**src/hyper_pkg.sv**
```systemverilog
`default_nettype none

package hyper_pkg;

  // command/address word, sent as six bytes msb first
  localparam int CA_WIDTH = 48;

  // read/write flag, high for a read
  localparam int CA_RW_BIT = 47;

  // address space, high selects the register space
  localparam int CA_AS_BIT = 46;

  // burst type, high for linear (always set here)
  localparam int CA_BURST_BIT = 45;

  // upper address field starts here and holds word address bits 3 and up
  localparam int CA_ROW_LSB = 16;

  // low address bits sit at the bottom of the word
  // bits 15 to 3 are reserved and zero
  localparam int CA_COL_BITS = 3;

  // pin and client data widths
  localparam int DQ_WIDTH = 8;
  localparam int WORD_WIDTH = 16;

  // bytes in the CA phase
  localparam int CA_BYTES = CA_WIDTH / DQ_WIDTH;

  // configuration register after power-up
  localparam logic [WORD_WIDTH-1:0] CFG_REG_RESET = 16'h8f1f;

endpackage

`default_nettype wire
```
**src/hyperbus_top.sv**
```systemverilog
`default_nettype none

module hyperbus_top #(
  parameter int ADDR_WIDTH = 22,
  parameter int LATENCY    = 12,
  parameter int MAX_BURST  = 16,
  parameter int REQ_DEPTH  = 4
) (
  input  logic                             clk_i,
  input  logic                             reset_i,
  // request channel
  input  logic                             req_valid_i,
  output logic                             req_ready_o,
  input  logic                             req_write_i,
  input  logic                             req_reg_i,
  input  logic [ADDR_WIDTH-1:0]            req_addr_i,
  input  logic [$clog2(MAX_BURST)-1:0]     req_len_i,
  // write data channel
  input  logic                             wdata_valid_i,
  output logic                             wdata_ready_o,
  input  logic [hyper_pkg::WORD_WIDTH-1:0] wdata_i,
  // read data channel
  output logic                             rdata_valid_o,
  input  logic                             rdata_ready_i,
  output logic [hyper_pkg::WORD_WIDTH-1:0] rdata_o,
  // write completion
  output logic                             wdone_valid_o,
  input  logic                             wdone_ready_i,
  // HyperBus pins
  output logic                             cs_no,
  output logic                             ck_o,
  output logic                             ck_no,
  output logic [hyper_pkg::DQ_WIDTH-1:0]   dq_o,
  input  logic [hyper_pkg::DQ_WIDTH-1:0]   dq_i,
  output logic                             dq_oe_o,
  input  logic                             rwds_i,
  output logic                             reset_no
);

  // one queued request
  typedef struct packed {
    logic                         write;
    logic                         reg_space;
    logic [ADDR_WIDTH-1:0]        addr;
    logic [$clog2(MAX_BURST)-1:0] len;
  } req_t;

  typedef logic [hyper_pkg::WORD_WIDTH-1:0] word_t;

  req_t                           req_in;
  req_t                           req_q;
  logic                           req_full;
  logic                           req_empty;
  logic                           req_pop;
  logic [$clog2(MAX_BURST+1)-1:0] rfifo_free;
  logic                           rfifo_empty;
  word_t                          rword;
  logic                           rword_valid;
  logic                           cnt_load;
  logic [7:0]                     cnt_value;
  logic                           cnt_enable;
  logic                           cnt_done;
  logic                           cnt_odd;
  logic                           ca_load;
  logic                           ca_shift;
  logic [hyper_pkg::DQ_WIDTH-1:0] ca_byte;
  logic [hyper_pkg::DQ_WIDTH-1:0] wbyte;
  logic                           wload;
  logic                           rcapture;
  logic                           dq_sel_ca;
  logic                           reset_nq;

  assign req_in = '{write: req_write_i, reg_space: req_reg_i, addr: req_addr_i, len: req_len_i};
  assign req_ready_o = !req_full;

  hyper_fifo #(
    .DEPTH     (REQ_DEPTH),
    .payload_t (req_t)
  ) u_req_fifo (
    .clk_i   (clk_i),
    .reset_i (reset_i),
    .push_i  (req_valid_i),
    .data_i  (req_in),
    .full_o  (req_full),
    .pop_i   (req_pop),
    .data_o  (req_q),
    .empty_o (req_empty),
    .free_o  ()
  );

  // room is reserved before a read starts
  // so its full flag is never needed
  hyper_fifo #(
    .DEPTH     (MAX_BURST),
    .payload_t (word_t)
  ) u_rdata_fifo (
    .clk_i   (clk_i),
    .reset_i (reset_i),
    .push_i  (rword_valid),
    .data_i  (rword),
    .full_o  (),
    .pop_i   (rdata_valid_o && rdata_ready_i),
    .data_o  (rdata_o),
    .empty_o (rfifo_empty),
    .free_o  (rfifo_free)
  );

  assign rdata_valid_o = !rfifo_empty;

  hyper_ctrl_fsm #(
    .LATENCY   (LATENCY),
    .MAX_BURST (MAX_BURST)
  ) u_fsm (
    .clk_i         (clk_i),
    .reset_i       (reset_i),
    .req_empty_i   (req_empty),
    .req_write_i   (req_q.write),
    .req_reg_i     (req_q.reg_space),
    .req_len_i     (req_q.len),
    .req_pop_o     (req_pop),
    .rfifo_free_i  (rfifo_free),
    .wdata_valid_i (wdata_valid_i),
    .wdata_ready_o (wdata_ready_o),
    .rwds_i        (rwds_i),
    .cnt_load_o    (cnt_load),
    .cnt_value_o   (cnt_value),
    .cnt_enable_o  (cnt_enable),
    .cnt_done_i    (cnt_done),
    .cnt_odd_i     (cnt_odd),
    .ca_load_o     (ca_load),
    .ca_shift_o    (ca_shift),
    .wload_o       (wload),
    .rcapture_o    (rcapture),
    .dq_sel_ca_o   (dq_sel_ca),
    .cs_no         (cs_no),
    .ck_o          (ck_o),
    .ck_no         (ck_no),
    .dq_oe_o       (dq_oe_o),
    .wdone_valid_o (wdone_valid_o),
    .wdone_ready_i (wdone_ready_i)
  );

  hyper_cycle_counter u_counter (
    .clk_i        (clk_i),
    .reset_i      (reset_i),
    .load_i       (cnt_load),
    .load_value_i (cnt_value),
    .enable_i     (cnt_enable),
    .done_o       (cnt_done),
    .odd_o        (cnt_odd)
  );

  hyper_ca_shifter #(
    .ADDR_WIDTH (ADDR_WIDTH)
  ) u_ca (
    .clk_i   (clk_i),
    .reset_i (reset_i),
    .load_i  (ca_load),
    .write_i (req_q.write),
    .reg_i   (req_q.reg_space),
    .addr_i  (req_q.addr),
    .shift_i (ca_shift),
    .byte_o  (ca_byte)
  );

  // counter parity picks the byte half for both directions
  hyper_word_serdes u_serdes (
    .clk_i         (clk_i),
    .reset_i       (reset_i),
    .wword_i       (wdata_i),
    .wload_i       (wload),
    .wbyte_o       (wbyte),
    .byte_sel_i    (cnt_odd),
    .rbyte_i       (dq_i),
    .rcapture_i    (rcapture),
    .rword_o       (rword),
    .rword_valid_o (rword_valid)
  );

  // CA bytes first, write bytes after
  assign dq_o = dq_sel_ca ? ca_byte : wbyte;

  // device reset follows reset_i one cycle late on release
  always_ff @(posedge clk_i) begin
    reset_nq <= !reset_i;
  end

  assign reset_no = reset_nq;

endmodule

`default_nettype wire

```
**src/hyper_ctrl_fsm.sv**
```systemverilog
`default_nettype none

module hyper_ctrl_fsm #(
  parameter int LATENCY   = 12,
  parameter int MAX_BURST = 16
) (
  input  logic                           clk_i,
  input  logic                           reset_i,
  input  logic                           req_empty_i,
  input  logic                           req_write_i,
  input  logic                           req_reg_i,
  input  logic [$clog2(MAX_BURST)-1:0]   req_len_i,
  output logic                           req_pop_o,
  input  logic [$clog2(MAX_BURST+1)-1:0] rfifo_free_i,
  input  logic                           wdata_valid_i,
  output logic                           wdata_ready_o,
  input  logic                           rwds_i,
  output logic                           cnt_load_o,
  output logic [7:0]                     cnt_value_o,
  output logic                           cnt_enable_o,
  input  logic                           cnt_done_i,
  input  logic                           cnt_odd_i,
  output logic                           ca_load_o,
  output logic                           ca_shift_o,
  output logic                           wload_o,
  output logic                           rcapture_o,
  output logic                           dq_sel_ca_o,
  output logic                           cs_no,
  output logic                           ck_o,
  output logic                           ck_no,
  output logic                           dq_oe_o,
  output logic                           wdone_valid_o,
  input  logic                           wdone_ready_i
);

  typedef enum logic [2:0] {
    S_IDLE,
    S_CMD,
    S_LAT,
    S_WDATA,
    S_RDATA,
    S_FINISH,
    S_DWAIT
  } state_t;

  state_t                         state_q;
  state_t                         state_d;
  logic                           write_q;
  logic                           reg_q;
  logic [$clog2(MAX_BURST)-1:0]   len_q;
  logic                           wfull_q;
  logic                           start;
  logic                           wmove;
  logic                           ck_move;
  logic                           ck_q;
  logic                           cs_nq;
  logic [7:0]                     data_count;

  // reads wait until a whole burst fits in the read FIFO
  assign start = (state_q == S_IDLE) && !req_empty_i &&
                 (req_write_i || (rfifo_free_i >= MAX_BURST));

  // two bytes per word
  assign data_count = 8'({len_q, 1'b0}) + 8'd2;

  // write bytes move only while a word is held
  assign wmove      = (state_q == S_WDATA) && wfull_q;
  assign rcapture_o = (state_q == S_RDATA) && rwds_i;

  assign cnt_enable_o = (state_q == S_CMD) || (state_q == S_LAT) || wmove || rcapture_o;

  // ck runs through CA and latency
  // in read data it runs so the memory can answer
  assign ck_move = (state_q == S_CMD) || (state_q == S_LAT) || wmove ||
                   (state_q == S_RDATA);

  assign req_pop_o   = start;
  assign ca_load_o   = start;
  assign ca_shift_o  = (state_q == S_CMD);
  assign dq_sel_ca_o = (state_q == S_CMD);
  assign dq_oe_o     = (state_q == S_CMD) || (state_q == S_WDATA);

  // prefetch the first word during CA and latency
  // then take the next one as the low byte leaves, unless it is the last byte
  assign wdata_ready_o = write_q &&
    ((((state_q == S_CMD) || (state_q == S_LAT) || (state_q == S_WDATA)) && !wfull_q) ||
     (wmove && cnt_odd_i && !cnt_done_i));
  assign wload_o = wdata_valid_i && wdata_ready_o;

  assign wdone_valid_o = (state_q == S_DWAIT);

  always_comb begin
    state_d     = state_q;
    cnt_load_o  = 1'b0;
    cnt_value_o = data_count;
    case (state_q)
      S_IDLE: begin
        if (start) begin
          state_d     = S_CMD;
          cnt_load_o  = 1'b1;
          cnt_value_o = 8'(hyper_pkg::CA_BYTES);
        end
      end
      S_CMD: begin
        if (cnt_done_i) begin
          cnt_load_o = 1'b1;
          // register writes carry no latency
          if (write_q && reg_q) begin
            state_d = S_WDATA;
          end else begin
            state_d     = S_LAT;
            cnt_value_o = 8'(LATENCY);
          end
        end
      end
      S_LAT: begin
        if (cnt_done_i) begin
          cnt_load_o = 1'b1;
          state_d    = write_q ? S_WDATA : S_RDATA;
        end
      end
      S_WDATA, S_RDATA: begin
        if (cnt_done_i) begin
          state_d = S_FINISH;
        end
      end
      S_FINISH: state_d = write_q ? S_DWAIT : S_IDLE;
      // completion held until the client takes it
      S_DWAIT: begin
        if (wdone_ready_i) begin
          state_d = S_IDLE;
        end
      end
      default: state_d = S_IDLE;
    endcase
  end

  always_ff @(posedge clk_i) begin
    if (reset_i) begin
      state_q <= S_IDLE;
      wfull_q <= 1'b0;
      cs_nq   <= 1'b1;
    end else begin
      state_q <= state_d;
      // chip select low for every phase that uses the bus
      cs_nq   <= !(state_d inside {S_CMD, S_LAT, S_WDATA, S_RDATA});
      if (wload_o) begin
        wfull_q <= 1'b1;
      end else if (wmove && cnt_odd_i) begin
        wfull_q <= 1'b0;
      end
    end
  end

  // request fields kept for the whole transaction
  always_ff @(posedge clk_i) begin
    if (start) begin
      write_q <= req_write_i;
      reg_q   <= req_reg_i;
      len_q   <= req_len_i;
    end
  end

  // ck edges fall mid-cycle while dq is steady
  always_ff @(negedge clk_i) begin
    if (reset_i) begin
      ck_q <= 1'b0;
    end else if (ck_move) begin
      ck_q <= ~ck_q;
    end
  end

  assign ck_o  = ck_q;
  assign ck_no = ~ck_q;
  assign cs_no = cs_nq;

endmodule

`default_nettype wire

```
**src/hyper_word_serdes.sv**
```systemverilog
`default_nettype none

module hyper_word_serdes (
  input  logic                             clk_i,
  input  logic                             reset_i,
  input  logic [hyper_pkg::WORD_WIDTH-1:0] wword_i,
  input  logic                             wload_i,
  output logic [hyper_pkg::DQ_WIDTH-1:0]   wbyte_o,
  input  logic                             byte_sel_i,
  input  logic [hyper_pkg::DQ_WIDTH-1:0]   rbyte_i,
  input  logic                             rcapture_i,
  output logic [hyper_pkg::WORD_WIDTH-1:0] rword_o,
  output logic                             rword_valid_o
);

  logic [hyper_pkg::WORD_WIDTH-1:0] wword_q;
  logic [hyper_pkg::DQ_WIDTH-1:0]   rhi_q;
  logic [hyper_pkg::DQ_WIDTH-1:0]   rlo_q;
  logic                             rvalid_q;

  // write word being serialized
  always_ff @(posedge clk_i) begin
    if (wload_i) begin
      wword_q <= wword_i;
    end
  end

  // byte_sel low picks the high byte, sent first
  assign wbyte_o = byte_sel_i ? wword_q[hyper_pkg::DQ_WIDTH-1:0]
                              : wword_q[hyper_pkg::WORD_WIDTH-1:hyper_pkg::DQ_WIDTH];

  // read bytes land in the half that byte_sel names
  always_ff @(posedge clk_i) begin
    if (rcapture_i) begin
      if (byte_sel_i) begin
        rlo_q <= rbyte_i;
      end else begin
        rhi_q <= rbyte_i;
      end
    end
  end

  // word complete after the low byte
  always_ff @(posedge clk_i) begin
    if (reset_i) begin
      rvalid_q <= 1'b0;
    end else begin
      rvalid_q <= rcapture_i && byte_sel_i;
    end
  end

  assign rword_o       = {rhi_q, rlo_q};
  assign rword_valid_o = rvalid_q;

endmodule

`default_nettype wire

```
**src/hyper_ca_shifter.sv**
```systemverilog
`default_nettype none

module hyper_ca_shifter #(
  parameter int ADDR_WIDTH = 22
) (
  input  logic                             clk_i,
  input  logic                             reset_i,
  input  logic                             load_i,
  input  logic                             write_i,
  input  logic                             reg_i,
  input  logic [ADDR_WIDTH-1:0]            addr_i,
  input  logic                             shift_i,
  output logic [hyper_pkg::DQ_WIDTH-1:0]   byte_o
);

  logic [hyper_pkg::CA_WIDTH-1:0] ca_q;
  logic [hyper_pkg::CA_WIDTH-1:0] ca_d;

  // pack the request into the CA layout
  always_comb begin
    ca_d = '0;
    ca_d[hyper_pkg::CA_RW_BIT]    = !write_i;
    ca_d[hyper_pkg::CA_AS_BIT]    = reg_i;
    ca_d[hyper_pkg::CA_BURST_BIT] = 1'b1;
    // upper word address bits
    ca_d[hyper_pkg::CA_ROW_LSB +: ADDR_WIDTH - hyper_pkg::CA_COL_BITS] =
      addr_i[ADDR_WIDTH-1:hyper_pkg::CA_COL_BITS];
    // lowest word address bits
    ca_d[hyper_pkg::CA_COL_BITS-1:0] = addr_i[hyper_pkg::CA_COL_BITS-1:0];
  end

  always_ff @(posedge clk_i) begin
    if (reset_i) begin
      ca_q <= '0;
    end else if (load_i) begin
      ca_q <= ca_d;
    end else if (shift_i) begin
      // next byte moves to the top
      ca_q <= ca_q << hyper_pkg::DQ_WIDTH;
    end
  end

  // msb byte goes out first
  assign byte_o = ca_q[hyper_pkg::CA_WIDTH-1 -: hyper_pkg::DQ_WIDTH];

endmodule

`default_nettype wire

```
**src/hyper_cycle_counter.sv**
```systemverilog
`default_nettype none

module hyper_cycle_counter (
  input  logic       clk_i,
  input  logic       reset_i,
  input  logic       load_i,
  input  logic [7:0] load_value_i,
  input  logic       enable_i,
  output logic       done_o,
  output logic       odd_o
);

  logic [7:0] count_q;

  // last step of the phase, count goes to zero this cycle
  assign done_o = enable_i && (count_q == 8'd1);

  // data phases load an even count
  // so an even count means the high byte is on the bus
  assign odd_o = count_q[0];

  always_ff @(posedge clk_i) begin
    if (reset_i) begin
      count_q <= '0;
    end else if (load_i) begin
      // reload wins over a step in the same cycle
      count_q <= load_value_i;
    end else if (enable_i && (count_q != '0)) begin
      count_q <= count_q - 8'd1;
    end
  end

endmodule

`default_nettype wire

```
**src/hyper_fifo.sv**
```systemverilog
`default_nettype none

module hyper_fifo #(
  parameter int  DEPTH     = 4,
  parameter type payload_t = logic [15:0]
) (
  input  logic                       clk_i,
  input  logic                       reset_i,
  input  logic                       push_i,
  input  payload_t                   data_i,
  output logic                       full_o,
  input  logic                       pop_i,
  output payload_t                   data_o,
  output logic                       empty_o,
  output logic [$clog2(DEPTH+1)-1:0] free_o
);

  localparam int PTR_W = (DEPTH > 1) ? $clog2(DEPTH) : 1;
  localparam int CNT_W = $clog2(DEPTH+1);

  payload_t         mem_q [DEPTH];
  logic [PTR_W-1:0] wr_ptr_q;
  logic [PTR_W-1:0] rd_ptr_q;
  logic [CNT_W-1:0] count_q;
  logic             do_push;
  logic             do_pop;

  // pointer wrap for depths that are not a power of two
  function automatic logic [PTR_W-1:0] next_ptr(input logic [PTR_W-1:0] ptr);
    if (ptr == PTR_W'(DEPTH - 1)) begin
      return '0;
    end
    return ptr + 1'b1;
  endfunction

  assign full_o  = (count_q == CNT_W'(DEPTH));
  assign empty_o = (count_q == '0);
  assign free_o  = CNT_W'(DEPTH) - count_q;

  // head entry straight from storage
  assign data_o = mem_q[rd_ptr_q];

  // overflow and underflow requests are dropped
  assign do_push = push_i && !full_o;
  assign do_pop  = pop_i && !empty_o;

  always_ff @(posedge clk_i) begin
    if (do_push) begin
      mem_q[wr_ptr_q] <= data_i;
    end
  end

  always_ff @(posedge clk_i) begin
    if (reset_i) begin
      wr_ptr_q <= '0;
      rd_ptr_q <= '0;
      count_q  <= '0;
    end else begin
      if (do_push) begin
        wr_ptr_q <= next_ptr(wr_ptr_q);
      end
      if (do_pop) begin
        rd_ptr_q <= next_ptr(rd_ptr_q);
      end
      // occupancy only moves when one side acts alone
      case ({do_push, do_pop})
        2'b10:   count_q <= count_q + 1'b1;
        2'b01:   count_q <= count_q - 1'b1;
        default: count_q <= count_q;
      endcase
    end
  end

endmodule

`default_nettype wire

```
**config.mk**
```make
export PLATFORM = sky130hd
export DESIGN_NAME = hyperbus_top
export DESIGN_NICKNAME = d
export VERILOG_FILES = /design/src/hyper_pkg.sv /design/src/hyperbus_top.sv /design/src/hyper_ctrl_fsm.sv /design/src/hyper_word_serdes.sv /design/src/hyper_ca_shifter.sv /design/src/hyper_cycle_counter.sv /design/src/hyper_fifo.sv
export SDC_FILE = /design/constraint.sdc
export NUM_CORES = 1
export LEC_CHECK = 0
export ABC_AREA = 1
export BUFFER_PORTS_ARGS = -buffer_cell sky130_fd_sc_hd__clkbuf_2
export CORE_AREA = 2 2 276 210
export CTS_BUF_LIST = sky130_fd_sc_hd__clkbuf_2 sky130_fd_sc_hd__clkbuf_4 sky130_fd_sc_hd__clkbuf_8
export CTS_CLUSTER_SIZE = 12
export DETAILED_ROUTE_END_ITERATION = 12
export DIE_AREA = 0 0 278 212
export GPL_TIMING_DRIVEN = 0
export PLACE_DENSITY = 0.6
export RECOVER_POWER = 25
export SYNTH_ARGS = -nofsm -noshare
export SYNTH_HDL_FRONTEND = slang
export SYNTH_SLANG_ARGS = --single-unit
```
**constraint.sdc**
```tcl
create_clock -name clk_i -period 3.25 [get_ports clk_i]
set_input_delay 0.4875 -clock clk_i [delete_from_list [all_inputs] [get_ports clk_i]]
set_output_delay 0.4875 -clock clk_i [all_outputs]
set_load 0.02 [all_outputs]
```
Yosys cells after proc, flatten, opt, wreduce, memory -nomap -nowiden
Memories as Yosys holds them, arrays and structs flattened. A register that Yosys moved wholly into a read port is not among the register bits.
Index checks and enable logic that the tools add are counted.
{ "op_classes": {"n_addsub": 11, "n_lt_le_gt_ge": 1, "eq_ne": 21, "mux": 54, "bitwise_logic": 2, "reduce_logical": 50} }
{ "ops": {"columns": ["op", "n"], "rows": [
  ["$mux W48", 2],
  ["$mux W8", 7],
  ["$mux W4", 6],
  ["$mux W1", 21],
  ["$mux W3", 7],
  ["$logic_and A1 B1 Y1", 18],
  ["$pmux W3 S6", 1],
  ["$pmux W8 S2", 1],
  ["$eq A3 B3 Y1 const B", 5],
  ["$eq A3 B2 Y1 const B", 4],
  ["$mux W2", 6],
  ["$pmux W5 S2", 1],
  ["$reduce_bool A2 Y1", 5],
  ["$logic_not A1 Y1", 9],
  ["$add A4 B1 Y4 const B", 2],
  ["$eq A2 B2 Y1 const B", 4],
  ["$eq A4 B4 Y1 const B", 2],
  ["$eq A8 B1 Y1 const B", 1],
  ["$logic_or A1 B1 Y1", 8],
  ["$reduce_bool A8 Y1", 1],
  ["$sub A8 B1 Y8 const B", 1],
  ["$add A5 B2 Y6 const B", 1],
  ["$eq A3 B1 Y1 const B", 2],
  ["$logic_not A3 Y1", 2],
  ["16 further kinds", 22]
]} }
{ "totals": {"regBits": 112, "ramBits": 368, "out_inout_bits": 33, "elab_cells": 162, "mem_count": 2} }
{ "mem_list": {"columns": ["name", "words", "width", "read_ports", "rd_ports_with_merged_regs", "write_ports", "line", "text"], "rows": [
  ["u_rdata_fifo.mem_q", 16, 16, 1, 1, 1, "hyper_fifo.sv:21", "payload_t mem_q [DEPTH];"],
  ["u_req_fifo.mem_q", 4, 28, 1, 1, 1, "hyper_fifo.sv:21", null]
]} }

Longest topological paths before layout
Gate-level depths: netlist (run 1).
{ "depth": {"word_depth": 11, "mapped_depth": 16, "depth_no_buf": 15} }

Hierarchy
From an unflattened synthesis (run 1), not the netlist that was laid out.
{ "unflattened": {"cells_unflattened": 1841, "hier_area_um2": 20428.3} }
{ "modules_own_cells": {"columns": ["mod", "instances", "cells_per_inst", "area_each_um2"], "rows": [
  ["hyper_fifo (u_rdata_fifo)", 1, 962, 11429.7],
  ["hyper_fifo (u_req_fifo)", 1, 338, 4667.0],
  ["hyper_ca_shifter", 1, 228, 1617.8],
  ["hyper_word_serdes", 1, 64, 1114.8],
  ["hyper_ctrl_fsm", 1, 115, 832.0],
  ["hyper_cycle_counter", 1, 102, 623.1],
  ["hyperbus_top", 1, 32, 143.9]
]} }

==> summary.md, run 1 <==
| Metric | Value |
|---|---|
| Gr ovfl total | 0 |
| Worst Setup EP | ck_no |
| Clock power frac | between 20% and 30% |
| CTS clk-pin slew, worst paths | 0.05 ns |
| Clk sink count | ~500 |
| Reg2reg setup slack | roughly 0.35 ns |
| Top FF cell, synth | edfxtp_1 |
| CTS Root Cell | clkbuf_8 |
| Final-layout fill cell count | around 5,300 |
| WS Path Type | flop to output port |
| EDFF count, synth | 406 |
| Syn_nets | 1,635 |
| Maximum capacitance violations | 0 |
| Routed Antenna Nets | 0 |
| Dpl ws | -0.479 ns |
| I/O Buffers | 90 |
| Initial DRT Pass Iterations | 5 |
| Status | complete, but fails checks |
| Max Slew Vio Count | 0 |
| Layout Cells excl Fill | ~2,600 |
| Clock latency on the worst-skew pair | 0.68 ns |
| Number of synthesized register bits | 486 |
| Critical Path Fanout Max | 3 |
| Placed Area | between 20,000 and 25,000 um^2 |
| GP Congestion | between 0.8 and 0.9 |
| Nets | about 1,900 |
| Area Growth Syn to Fin | 19.4% |
| NetSw | between 6 and 7 mW |
| First-pass GRT wire length | about 77 mm |
| Critical Path Start | u_fsm.ck_o$_SDFFE_NP0P_ |
| Ports | between 90 and 100 |
| Sequential share of the synthesized area | 70.8% |
| Clk buf depth | 3 |
| Hold path startpoint | dq_i[6] |
| Critical R2R Launch | u_fsm.state_q[2]$_SDFF_PP0_ |
| Final setup fails | 2 |
| CTS tree | built |
| Gate power share | 31.0% |
| Peak VDD IR | approximately 0.00044 V |
| Final WL | a little over 50 mm |
| Pwr Total | 18.8 mW |
| Placed cell count | between 2,000 and 2,500 |
| Initial core utilization | between 30 and 40% |
| RSZ-0062 raised after global routing | true |
| Synth Cell Area | 19,500 um^2 |
| Initial antenna violation count | 2 |
| Net Sw Frac | between 30% and 40% |
| Pint | 12.1 mW |
| DIE HEIGHT | about 210 um |
| Worst r2r dst | u_fsm.ck_o$_SDFFE_NP0P_ |
| Design Area, Final | ~23,000 um^2 |
| Vias per inst | slightly above 5 |
| Worst Max-Slew Pin Slew | 1.16 ns |
| Reg2reg path depth | 6 |
| Setup_tns | -0.0132 ns |
| Slew HR | between 20% and 30% |
| DR WL/cell | between 15 and 20 um |
| Mapped Cells | between 1,500 and 2,000 |
| Largest net degree at the start of global routing | 25 |
| # DRC | 0 |
| Worst Path Required | roughly 2.8 ns |
| Die ar. | a little under 60,000 um^2 |
| Failing checks | negative setup slack |
| Pleak | approximately 8 nW |
| Layout cell share with drive strength beyond 1 | 16.3% |
| PwrDens | a little over 800 nW/um^2 |
| Vias in the first global route | about 13,000 |
| Final Util | between 40% and 50% |
| HPWL after detailed placement | between 30 and 40 mm |
| CP startpoint kind | flop |
| Async set-or-reset flop fraction in the synthesized netlist | 0% |
| Clock skew | around 0.058 ns |
| Num CTS Buffers | 78 |
| Hold Fails Final Rpt | 0 |
| Core box area | 56,600 um^2 |
| GRT Util Overall | roughly 17% |
| Worst path arrival time | between 2 and 3 ns |
| Vias | 13,100 |
| Syn Area/Cell | about 13 um^2 |
| Netlist cell types | between 40 and 50 |
| Hold slack final | 0.0787 ns |
| Sequential share of power | roughly two fifths |
| H-tree depth | 3 |
| Rows | between 70 and 80 |
| DRT iter0 DRCs | ~1,100 |
| YS warnings | 0 |
| Die width | approximately 280 um |
| Fin worst setup slack | -0.0129 ns |
| CP Capture Type | output port |
| HP Class | input pin to flop |
## metal layers
metal	vias up	track usage [%]	part of all wire, %
met5	-	0	0.025
met4	2	5.87	2.2
met3	79	4.22	7.9
met2	484	26.1	44
met1	6427	24.6	46
li1	6058	-	-
## how the worst min path moves through the flow
stage                                                  end  slack [ns]  cells after the start
after floorplan                  u_ca.ca_q[0]$_SDFFE_PP0P_        0.44                      2
after global routing           u_serdes.rhi_q[5]$_DFFE_PP_        0.05                      1
after CTS                 u_req_fifo.mem_q[3][9]$_DFFE_PP_      0.0001                      1
after detailed placement         u_ca.ca_q[8]$_SDFFE_PP0P_        0.46                      2
after global placement          u_ca.ca_q[36]$_SDFFE_PP0P_        0.45                      2
final                          u_serdes.rhi_q[6]$_DFFE_PP_        0.08                      1
## cell families after synthesis
kind of cell / count (synthesis) / synth area share [%]
muxes: 64 / 3.29
buffers and inverters: 206 / 4.35
DFF: 486 / 70.8
adders and majority gates: 23 / 1.55
xor gates and xnor gates: 11 / 0.494
and+or+nand+nor: 383 / 8.50
AOI/OAI and AO/OA: 380 / 11.1
## cell usage in the layout, fill, tap and decap left out, types with 18 or more instances in the layout
cell / count
clkbuf_8: 81
o21ai_0: 151
o22ai_1: 27
nor2_1: 107
edfxtp_1: 406
a21oi_1: 105
clkbuf_1: 82
o211ai_1: 65
a31oi_1: 24
nor2_2: 18
ha_1: 21
mux2i_1: 63
clkbuf_4: 38
nand3_1: 40
nand2_1: 174
inv_1: 116
dlygate4sd3_1: 32
clkbuf_2: 56
dfxtp_1: 79
## state kept, by name, indices dropped and copies added, names as in the netlist, 5 cells and up, named ones only
signal and count:
u_rdata_fifo.count_q 5, u_rdata_fifo.mem_q 256, u_serdes.wword_q 16, u_serdes.rlo_q 8
u_serdes.rhi_q 8, u_counter.count_q 8, u_req_fifo.mem_q 112, u_ca.ca_q 38
## what timing repair did
action,CTS,global route
pin swaps,1,5
setup endpoints to repair,11,15
hold endpoints to repair,71,0
cloned,0,0
hold buffers,32,0
resized for setup,16,31
buffers inserted,1,0
## synthesized netlist by cell type, drive strengths merged (9+ instances only)
master	instances	area share, %
dfxtp	80	8.2
o211ai	65	2.5
nor2	131	2.7
a21oi	106	2.7
a31oi	24	0.77
inv	124	2.4
o21ai	154	4.0
nand3	43	1.3
edfxtp	406	63
ha	21	1.3
o22ai	27	0.87
nor3	9	0.26
nand2	190	3.9
mux2i	64	3.3
clkbuf	52	1.0
buf	30	0.92
## power groups by stage
stage	Sequential (mW)	Clock, mW	Combinational [mW]
floorplan	7.58	0.00385	3.81
global placement	7.64	0.00385	5.56
detailed placement	7.64	0.00385	5.72
CTS	7.52	5.57	5.80
global route	7.57	5.81	6.45
finish	7.52	5.47	5.83
## worst max-delay path, cell delays in order, from the launching register on
cell,delay (ns)
dfxtp_4,0.36
inv_2,0.04
buf_8,0.12
## area by class of cell
class,count,area (um^2),share of cell area (%)
Timing Repair Buffer,143,1090,4.67
Clock inverter,29,251,1.08
Buffer,82,438,1.88
Multi-Input combinational cell,861,4930,21.2
Sequential cell,486,13800,59.3
Tap cell,741,927,3.98
Inverter,123,464,1.99
Antenna cell,1,2.50,0.0108
Clock buffer,115,1370,5.89
(Power assumes the default switching activity.)
==> inputs of run 2 (changes only) <==
--- a/config.mk
+++ b/config.mk
@@ -15,6 +15,7 @@
 export GPL_TIMING_DRIVEN = 0
 export PLACE_DENSITY = 0.6
 export RECOVER_POWER = 25
+export SETUP_SLACK_MARGIN = 0.2
 export SYNTH_ARGS = -nofsm -noshare
 export SYNTH_HDL_FRONTEND = slang
 export SYNTH_SLANG_ARGS = --single-unit
==> run 2 against run 1 <==
Net effect:
- the run still ends with negative setup slack left
- power rose by 1.6%
- highest routed layer unchanged
- combinational power rose by 5.1%
- via count rose by 0.25%
- critical path type unchanged
- critical endpoint unchanged
- final cell count rose by 0.43%
- largest cell class unchanged
==> summary.md, run 2 (synthesized netlist as in run 1, its figures left out) <==
| Metric | Value |
|---|---|
| Clk sink count | 486 (unchanged) |
| Most common cell after layout, fill and taps aside | edfxtp_1 |
| Worst r2r dst | u_fsm.ck_o$_SDFFE_NP0P_ |
| Ports | 92 (unchanged) |
| Critical Path Fanout Max | 3 (unchanged) |
| WS Path Type | flop to output port |
| Largest Register | u_rdata_fifo.mem_q |
| Vias | 13,100 (+0.25%) |
| Slew HR | 22.2% (+0.050 points) |
| Max Slew Vio Count | 0 (unchanged) |
| HPWL after detailed placement | 34.6 mm (unchanged) |
| Largest net degree at the start of global routing | 25 (unchanged) |
| Pleak | 8.31 nW (+2.1%) |
| CTS clk-pin slew, worst paths | 0.05 ns (about the same) |
| Rows | 76 (unchanged) |
| CP Capture Type | output port |
| Num CTS Buffers | 78 (unchanged) |
| WHS Path Cells | 1 (unchanged) |
| Final setup fails | 2 (unchanged) |
| Worst path arrival time | 2.78 ns (about the same) |
| Layout cell share with drive strength beyond 1 | 18.2% (+1.9 points) |
| Nets | 1,869 (+0.59%) |
| PwrDens | 812 nW/um^2 (+0.30%) |
| Clock latency on the worst-skew pair | 0.68 ns (about the same) |
| Hold Fails Final Rpt | 0 (unchanged) |
| Initial antenna violation count | 1 (-1) |
| Reg2reg setup slack | 0.36 ns (about the same) |
| Maximum capacitance violations | 0 (unchanged) |
| HP Class | input pin to flop |
| Gate power share | 32.0% (+1.0 points) |
| H-tree depth | 3 (unchanged) |
| GRT Util Overall | 17.4% (about the same) |
| Placed cell count | 2,404 (unchanged) |
| Critical R2R Launch | u_fsm.state_q[0]$_SDFF_PP0_ |
| First-pass GRT wire length | 76.9 mm (about the same) |
| Most frequent cells in the layout | edfxtp_1 (406), nand2_1 (173), o21ai_0 (142), inv_1 (115), nor2_1 (107) |
| Clk buf depth | 3 (unchanged) |
| Hold endpoint | u_serdes.rhi_q[6]$_DFFE_PP_ |
| Sequential share of power | 39.4% (-0.6 points) |
| Final-layout fill cell count | 5,235 (-0.78%) |
| Clock skew | 0.0608 ns (+0.00288 ns) |
| # DRC | 0 (unchanged) |
| Initial core utilization | 34.5% (unchanged) |
| I/O Buffers | 90 (unchanged) |
| Routed Antenna Nets | 0 (unchanged) |
| Fin worst setup slack | -0.0139 ns (-0.000998 ns) |
| GP Congestion | 0.830 (unchanged) |
| Die ar. | 58,900 um^2 (unchanged) |
| Status | complete, but fails checks |
| DRT iter0 DRCs | 1,065 (-1.7%) |
| Peak VDD IR | 0.000438 V (-0.31%) |
| Vias per inst | 5.05 (-0.17%) |
| RSZ-0062 raised after global routing | true |
| DIE HEIGHT | 212 um (unchanged) |
| Top Registers | u_rdata_fifo.mem_q x256, u_req_fifo.mem_q x112, u_ca.ca_q x38 |
| Reg2reg path depth | 5 (-1) |
| Pint | 12.3 mW (+2.0%) |
| Final Util | 41.7% (+0.55 points) |
| DR WL/cell | 19.7 um (-0.13%) |
| Worst Max-Slew Pin Slew | 1.16 ns (-0.000744 ns) |
| Worst Path Required | 2.76 ns (about the same) |
| Vias in the first global route | 12,900 (+0.0078%) |
| NetSw | 6.79 mW (+1.0%) |
| Area Growth Syn to Fin | 21.0% |
| Clock power frac | 28.6% (-0.4 points) |
| CTS Root Cell | clkbuf_8 |
| Hold path startpoint | dq_i[6] |
| Initial DRT Pass Iterations | 6 (+1) |
| Failing checks | negative setup slack |
| CTS tree | built |
| CP startpoint kind | flop |
| Die width | 278 um (unchanged) |
| Core box area | 56,600 um^2 (unchanged) |
| Layout Cells excl Fill | 2,592 (+0.43%) |
| Flip-flop count of the largest register after layout | 256 (unchanged) |
| Net Sw Frac | 35.5% (-0.22 points) |
| Final WL | 51.1 mm (+0.30%) |
| Gr ovfl total | 0 (unchanged) |
run 2: cell count changes in the layout (fill, tap and decap cells not counted), moves of 5 or more:
cell and delta:
buf_6 +6, clkbuf_1 -16, clkbuf_2 +6, buf_4 +5, o21ai_0 -9, buf_12 +7
o21ai_1 +8
run 2: worst max-delay path, cell delays in order (launching register included):
cell and delay, ns:
dfxtp_4 0.36, inv_2 0.04, buf_8 0.12
run 2: metal layers:
layer	GRT usage [%]	vias up	part of all wire [%]
li1	-	6081	-
met1	24.6	6429	46
met2	26.1	481	44
met3	4.21	90	7.7
met4	5.82	2	2.4
met5	0	-	0.025
run 2: stage by stage:
stage	setup slack, ns	area, um^2	hold slack, ns	setup TNS, ns	total power, mW
after floorplan	0.328	19500	0.439	0	11.4
after global placement	-0.464	20900	0.451	-24.51	13.2
after detailed placement	-0.479	21300	0.456	-0.479	13.4
after CTS	-0.0762	23300	0.000144	-0.147	19.0
after global routing	-0.0693	23600	0.0454	-0.122	20.2
final	-0.0139	23600	0.0804	-0.0151	19.1
run 2: how the worst max path moves through the flow:
stage,cells after the start,from,end
CTS,2,u_fsm.ck_o$_SDFFE_NP0P_,ck_no
detailed placement,5,reset_i,u_fsm.ck_o$_SDFFE_NP0P_
global placement,5,reset_i,u_fsm.ck_o$_SDFFE_NP0P_
global route,2,u_fsm.ck_o$_SDFFE_NP0P_,ck_no
finish,2,u_fsm.ck_o$_SDFFE_NP0P_,ck_no
floorplan,5,reset_i,u_fsm.ck_o$_SDFFE_NP0P_
run 2: what timing repair did:
action | 4_1_cts | 5_1_grt
buffers inserted | 1 | 10
cloned | 0 | 1
endpoints found under the hold margin | 71 | 0
resized for setup | 44 | 88
endpoints found under the setup margin | 19 | 28
pin swaps | 3 | 18
hold buffers | 32 | 0
run 2: area by class of cell:
class                           count  area, um^2  share of cell area (%)
Sequential cell                   486       13800                    58.5
Multi-Input combinational cell    861        4970                    21.1
Clock buffer                      115        1370                    5.81
Timing Repair Buffer              154        1240                    5.27
Tap cell                          741         927                    3.93
Buffer                             82         551                    2.33
Inverter                          123         464                    1.97
Clock inverter                     29         251                    1.07
Antenna cell                        1        2.50                  0.0106
run 2: power groups by stage:
stage / clock, mW / sequential, mW / combinational, mW
2_1_floorplan: 0.00385 / 7.58 / 3.81
3_3_place_gp: 0.00385 / 7.64 / 5.56
3_5_place_dp: 0.00385 / 7.64 / 5.72
4_1_cts: 5.57 / 7.52 / 5.88
5_1_grt: 5.81 / 7.59 / 6.75
6_report: 5.47 / 7.54 / 6.13
==> inputs of run 3 (changes only) <==
==> constraint.sdc (replaced) <==
create_clock -name clk_i -period 3.25 [get_ports clk_i]
set_input_delay 0 -clock clk_i [delete_from_list [all_inputs] [get_ports clk_i]]
set_output_delay 0 -clock clk_i [all_outputs]
set_load 0.005 [all_outputs]
==> run 3 against run 2 <==
Net effect:
- the run now ends clean
- clock power barely moved
- via count up 0.41%
- critical path depth up 3
- setup slack gained 0.36 ns
- final cell count grew 0.73%
- routed wire length up 0.38%
- worst hold slack got worse by 0.029 ns
- non-clock buffer count up 19
- clock-buffer cell count unchanged
- register-to-register slack about the same
==> summary.md, run 3 (synthesized netlist as in run 1, its figures left out) <==
| Metric | Value |
|---|---|
| Most common cell after layout, fill and taps aside | edfxtp_1 |
| Initial antenna violation count | 0 (-1) |
| CP Capture Type | flop |
| Clk sink count | 486 (unchanged) |
| Num CTS Buffers | 78 (unchanged) |
| Setup bufs post-CTS | 0 (-1) |
| Ports | 92 (unchanged) |
| Clock latency on the worst-skew pair | 0.67 ns (about the same) |
| HP Class | input pin to flop |
| GRT Util Overall | 17.4% (+0.072 points) |
| First-pass GRT wire length | 77.3 mm (+0.42%) |
| Nets | 1,888 (+1.0%) |
| Final setup fails | 0 (-2) |
| Largest net degree at the start of global routing | 25 (unchanged) |
| Clk buf depth | 3 (unchanged) |
| Clock skew | 0.0532 ns (-0.00769 ns) |
| I/O Buffers | 90 (unchanged) |
| RSZ-0062 raised after global routing | false |
| Rows | 76 (unchanged) |
| CP startpoint kind | flop |
| Worst path arrival time | 1.79 ns (-0.99 ns) |
| Critical Path Fanout Max | 6 (+3) |
| CTS tree | built |
| Vias in the first global route | 13,000 (+0.68%) |
| Gr ovfl total | 0 (unchanged) |
| PwrDens | 788 nW/um^2 (-2.9%) |
| Most frequent cells in the layout | edfxtp_1 (406), nand2_1 (174), o21ai_0 (152), inv_1 (117), nor2_1 (107) |
| Vias per inst | 5.03 (-0.33%) |
| Die ar. | 58,900 um^2 (unchanged) |
| # DRC | 0 (unchanged) |
| WS Path Type | flop to flop |
| Initial core utilization | 34.5% (unchanged) |
| Top Registers | u_rdata_fifo.mem_q x256, u_req_fifo.mem_q x112, u_ca.ca_q x38 |
| Vias | 13,100 (+0.41%) |
| Core box area | 56,600 um^2 (unchanged) |
| Status | completed |
| Peak VDD IR | 0.000439 V (+0.10%) |
| Maximum capacitance violations | 0 (unchanged) |
| CTS Root Cell | clkbuf_8 |
| Hold Fails Final Rpt | 0 (unchanged) |
| Pleak | 8.22 nW (-1.0%) |
| CTS clk-pin slew, worst paths | 0.06 ns (about the same) |
| Layout cell share with drive strength beyond 1 | 15.3% (-2.9 points) |
| DRT iter0 DRCs | 1,140 (+7.0%) |
| Routed Antenna Nets | 0 (unchanged) |
| H-tree depth | 3 (unchanged) |
| DR WL/cell | 19.7 um (-0.35%) |
| Largest Register | u_rdata_fifo.mem_q |
| Pwr Total | 18.5 mW (-3.2%) |
| Max Slew Vio Count | 0 (unchanged) |
| Slew HR | 23.2% (+1.0 points) |
| Flip-flop count of the largest register after layout | 256 (unchanged) |
| Final WL | 51.3 mm (+0.38%) |
| Layout Cells excl Fill | 2,611 (+0.73%) |
| GP Congestion | 0.830 (unchanged) |
| Placed cell count | 2,404 (unchanged) |
| Die width | 278 um (unchanged) |
| DIE HEIGHT | 212 um (unchanged) |
| Initial DRT Pass Iterations | 5 (-1) |
| Worst Max-Slew Pin Slew | 1.15 ns (-0.0152 ns) |
| Area Growth Syn to Fin | 20.6% |
| Worst Path Required | 2.14 ns (-0.62 ns) |
| HPWL after detailed placement | 34.6 mm (unchanged) |
## run 3: changes by cell type in the layout (fill, tap and decap cells not counted), moves of 4 or more
cell	change
buf_4	-10
buf_2	+4
clkbuf_1	+24
o21ai_1	-9
buf_6	-8
o21ai_0	+10
buf_12	-7
dlygate4sd3_1	+31
clkbuf_2	-10
## run 3: repair_timing
action	CTS	global route
hold endpoints to repair	164	0
endpoints found under the setup margin	0	6
hold buffers	63	0
resized for setup	0	6
## run 3: metal layers
metal,vias up,wire [um],GRT usage (%),part of all wire (%)
met5,-,0,0,0
met3,86,3910,4.13,7.6
met2,483,22600,26.3,44
met4,0,1160,5.80,2.3
li1,6113,-,-,-
met1,6454,23600,24.7,46
## run 3: where the power goes
group	leakage (nW)	switching [mW]	internal, mW	total [mW]
clock	0.867	2.48	2.98	5.46
sequential	4.33	0.281	7.25	7.53
combinational	3.03	3.69	1.84	5.54
## run 3: worst paths after layout
kind	from	endpoint	slack, ns	depth (start not counted)
worst max-delay path	u_fsm.state_q[0]$_SDFF_PP0_	u_fsm.ck_o$_SDFFE_NP0P_	0.35	5
worst min-delay path	reset_i	u_serdes.rword_valid_o$_SDFF_PP0_	0.05	2
worst max register to register	u_fsm.state_q[0]$_SDFF_PP0_	u_fsm.ck_o$_SDFFE_NP0P_	0.35	5
worst min register to register	u_ca.ca_q[39]$_SDFFE_PP0P_	u_ca.ca_q[39]$_SDFFE_PP0P_	0.47	2
## run 3: metrics by stage
| stage | TNS [ns] | hold WS [ns] | utilization (%) | setup slack (ns) | cell area [um^2] |
|---|---|---|---|---|---|
| after global routing | 0 | 0.0223 | 41.5 | 0.209 | 23500 |
| after CTS | 0 | 0.00265 | 41.6 | 0.259 | 23500 |
| after detailed placement | 0 | 0.179 | 37.6 | 0.00849 | 21300 |
| after floorplan | 0 | 0.0989 | - | 0.584 | 19500 |
| final | 0 | 0.0513 | 41.5 | 0.345 | 23500 |
| after global placement | -21.76 | 0.180 | 36.9 | -0.283 | 20900 |
## run 3: layout make-up
type | instances | area, um^2
Fill cell | 5268 | 33100
Sequential cell | 486 | 13800
Multi-Input combinational cell | 861 | 4940
Timing Repair Buffer | 173 | 1370
Clock buffer | 115 | 1370
Tap cell | 741 | 927
Inverter | 123 | 464
Buffer | 82 | 382
Clock inverter | 29 | 251
Antenna cell | 1 | 2.50
## run 3: critical path, cell delays in order (launching register included)
cell     delay (ns)
dfxtp_1        0.45
nand2_1        0.16
nand3_4        0.15
nand3_1        0.16
o21ai_0        0.18
a21oi_1        0.05
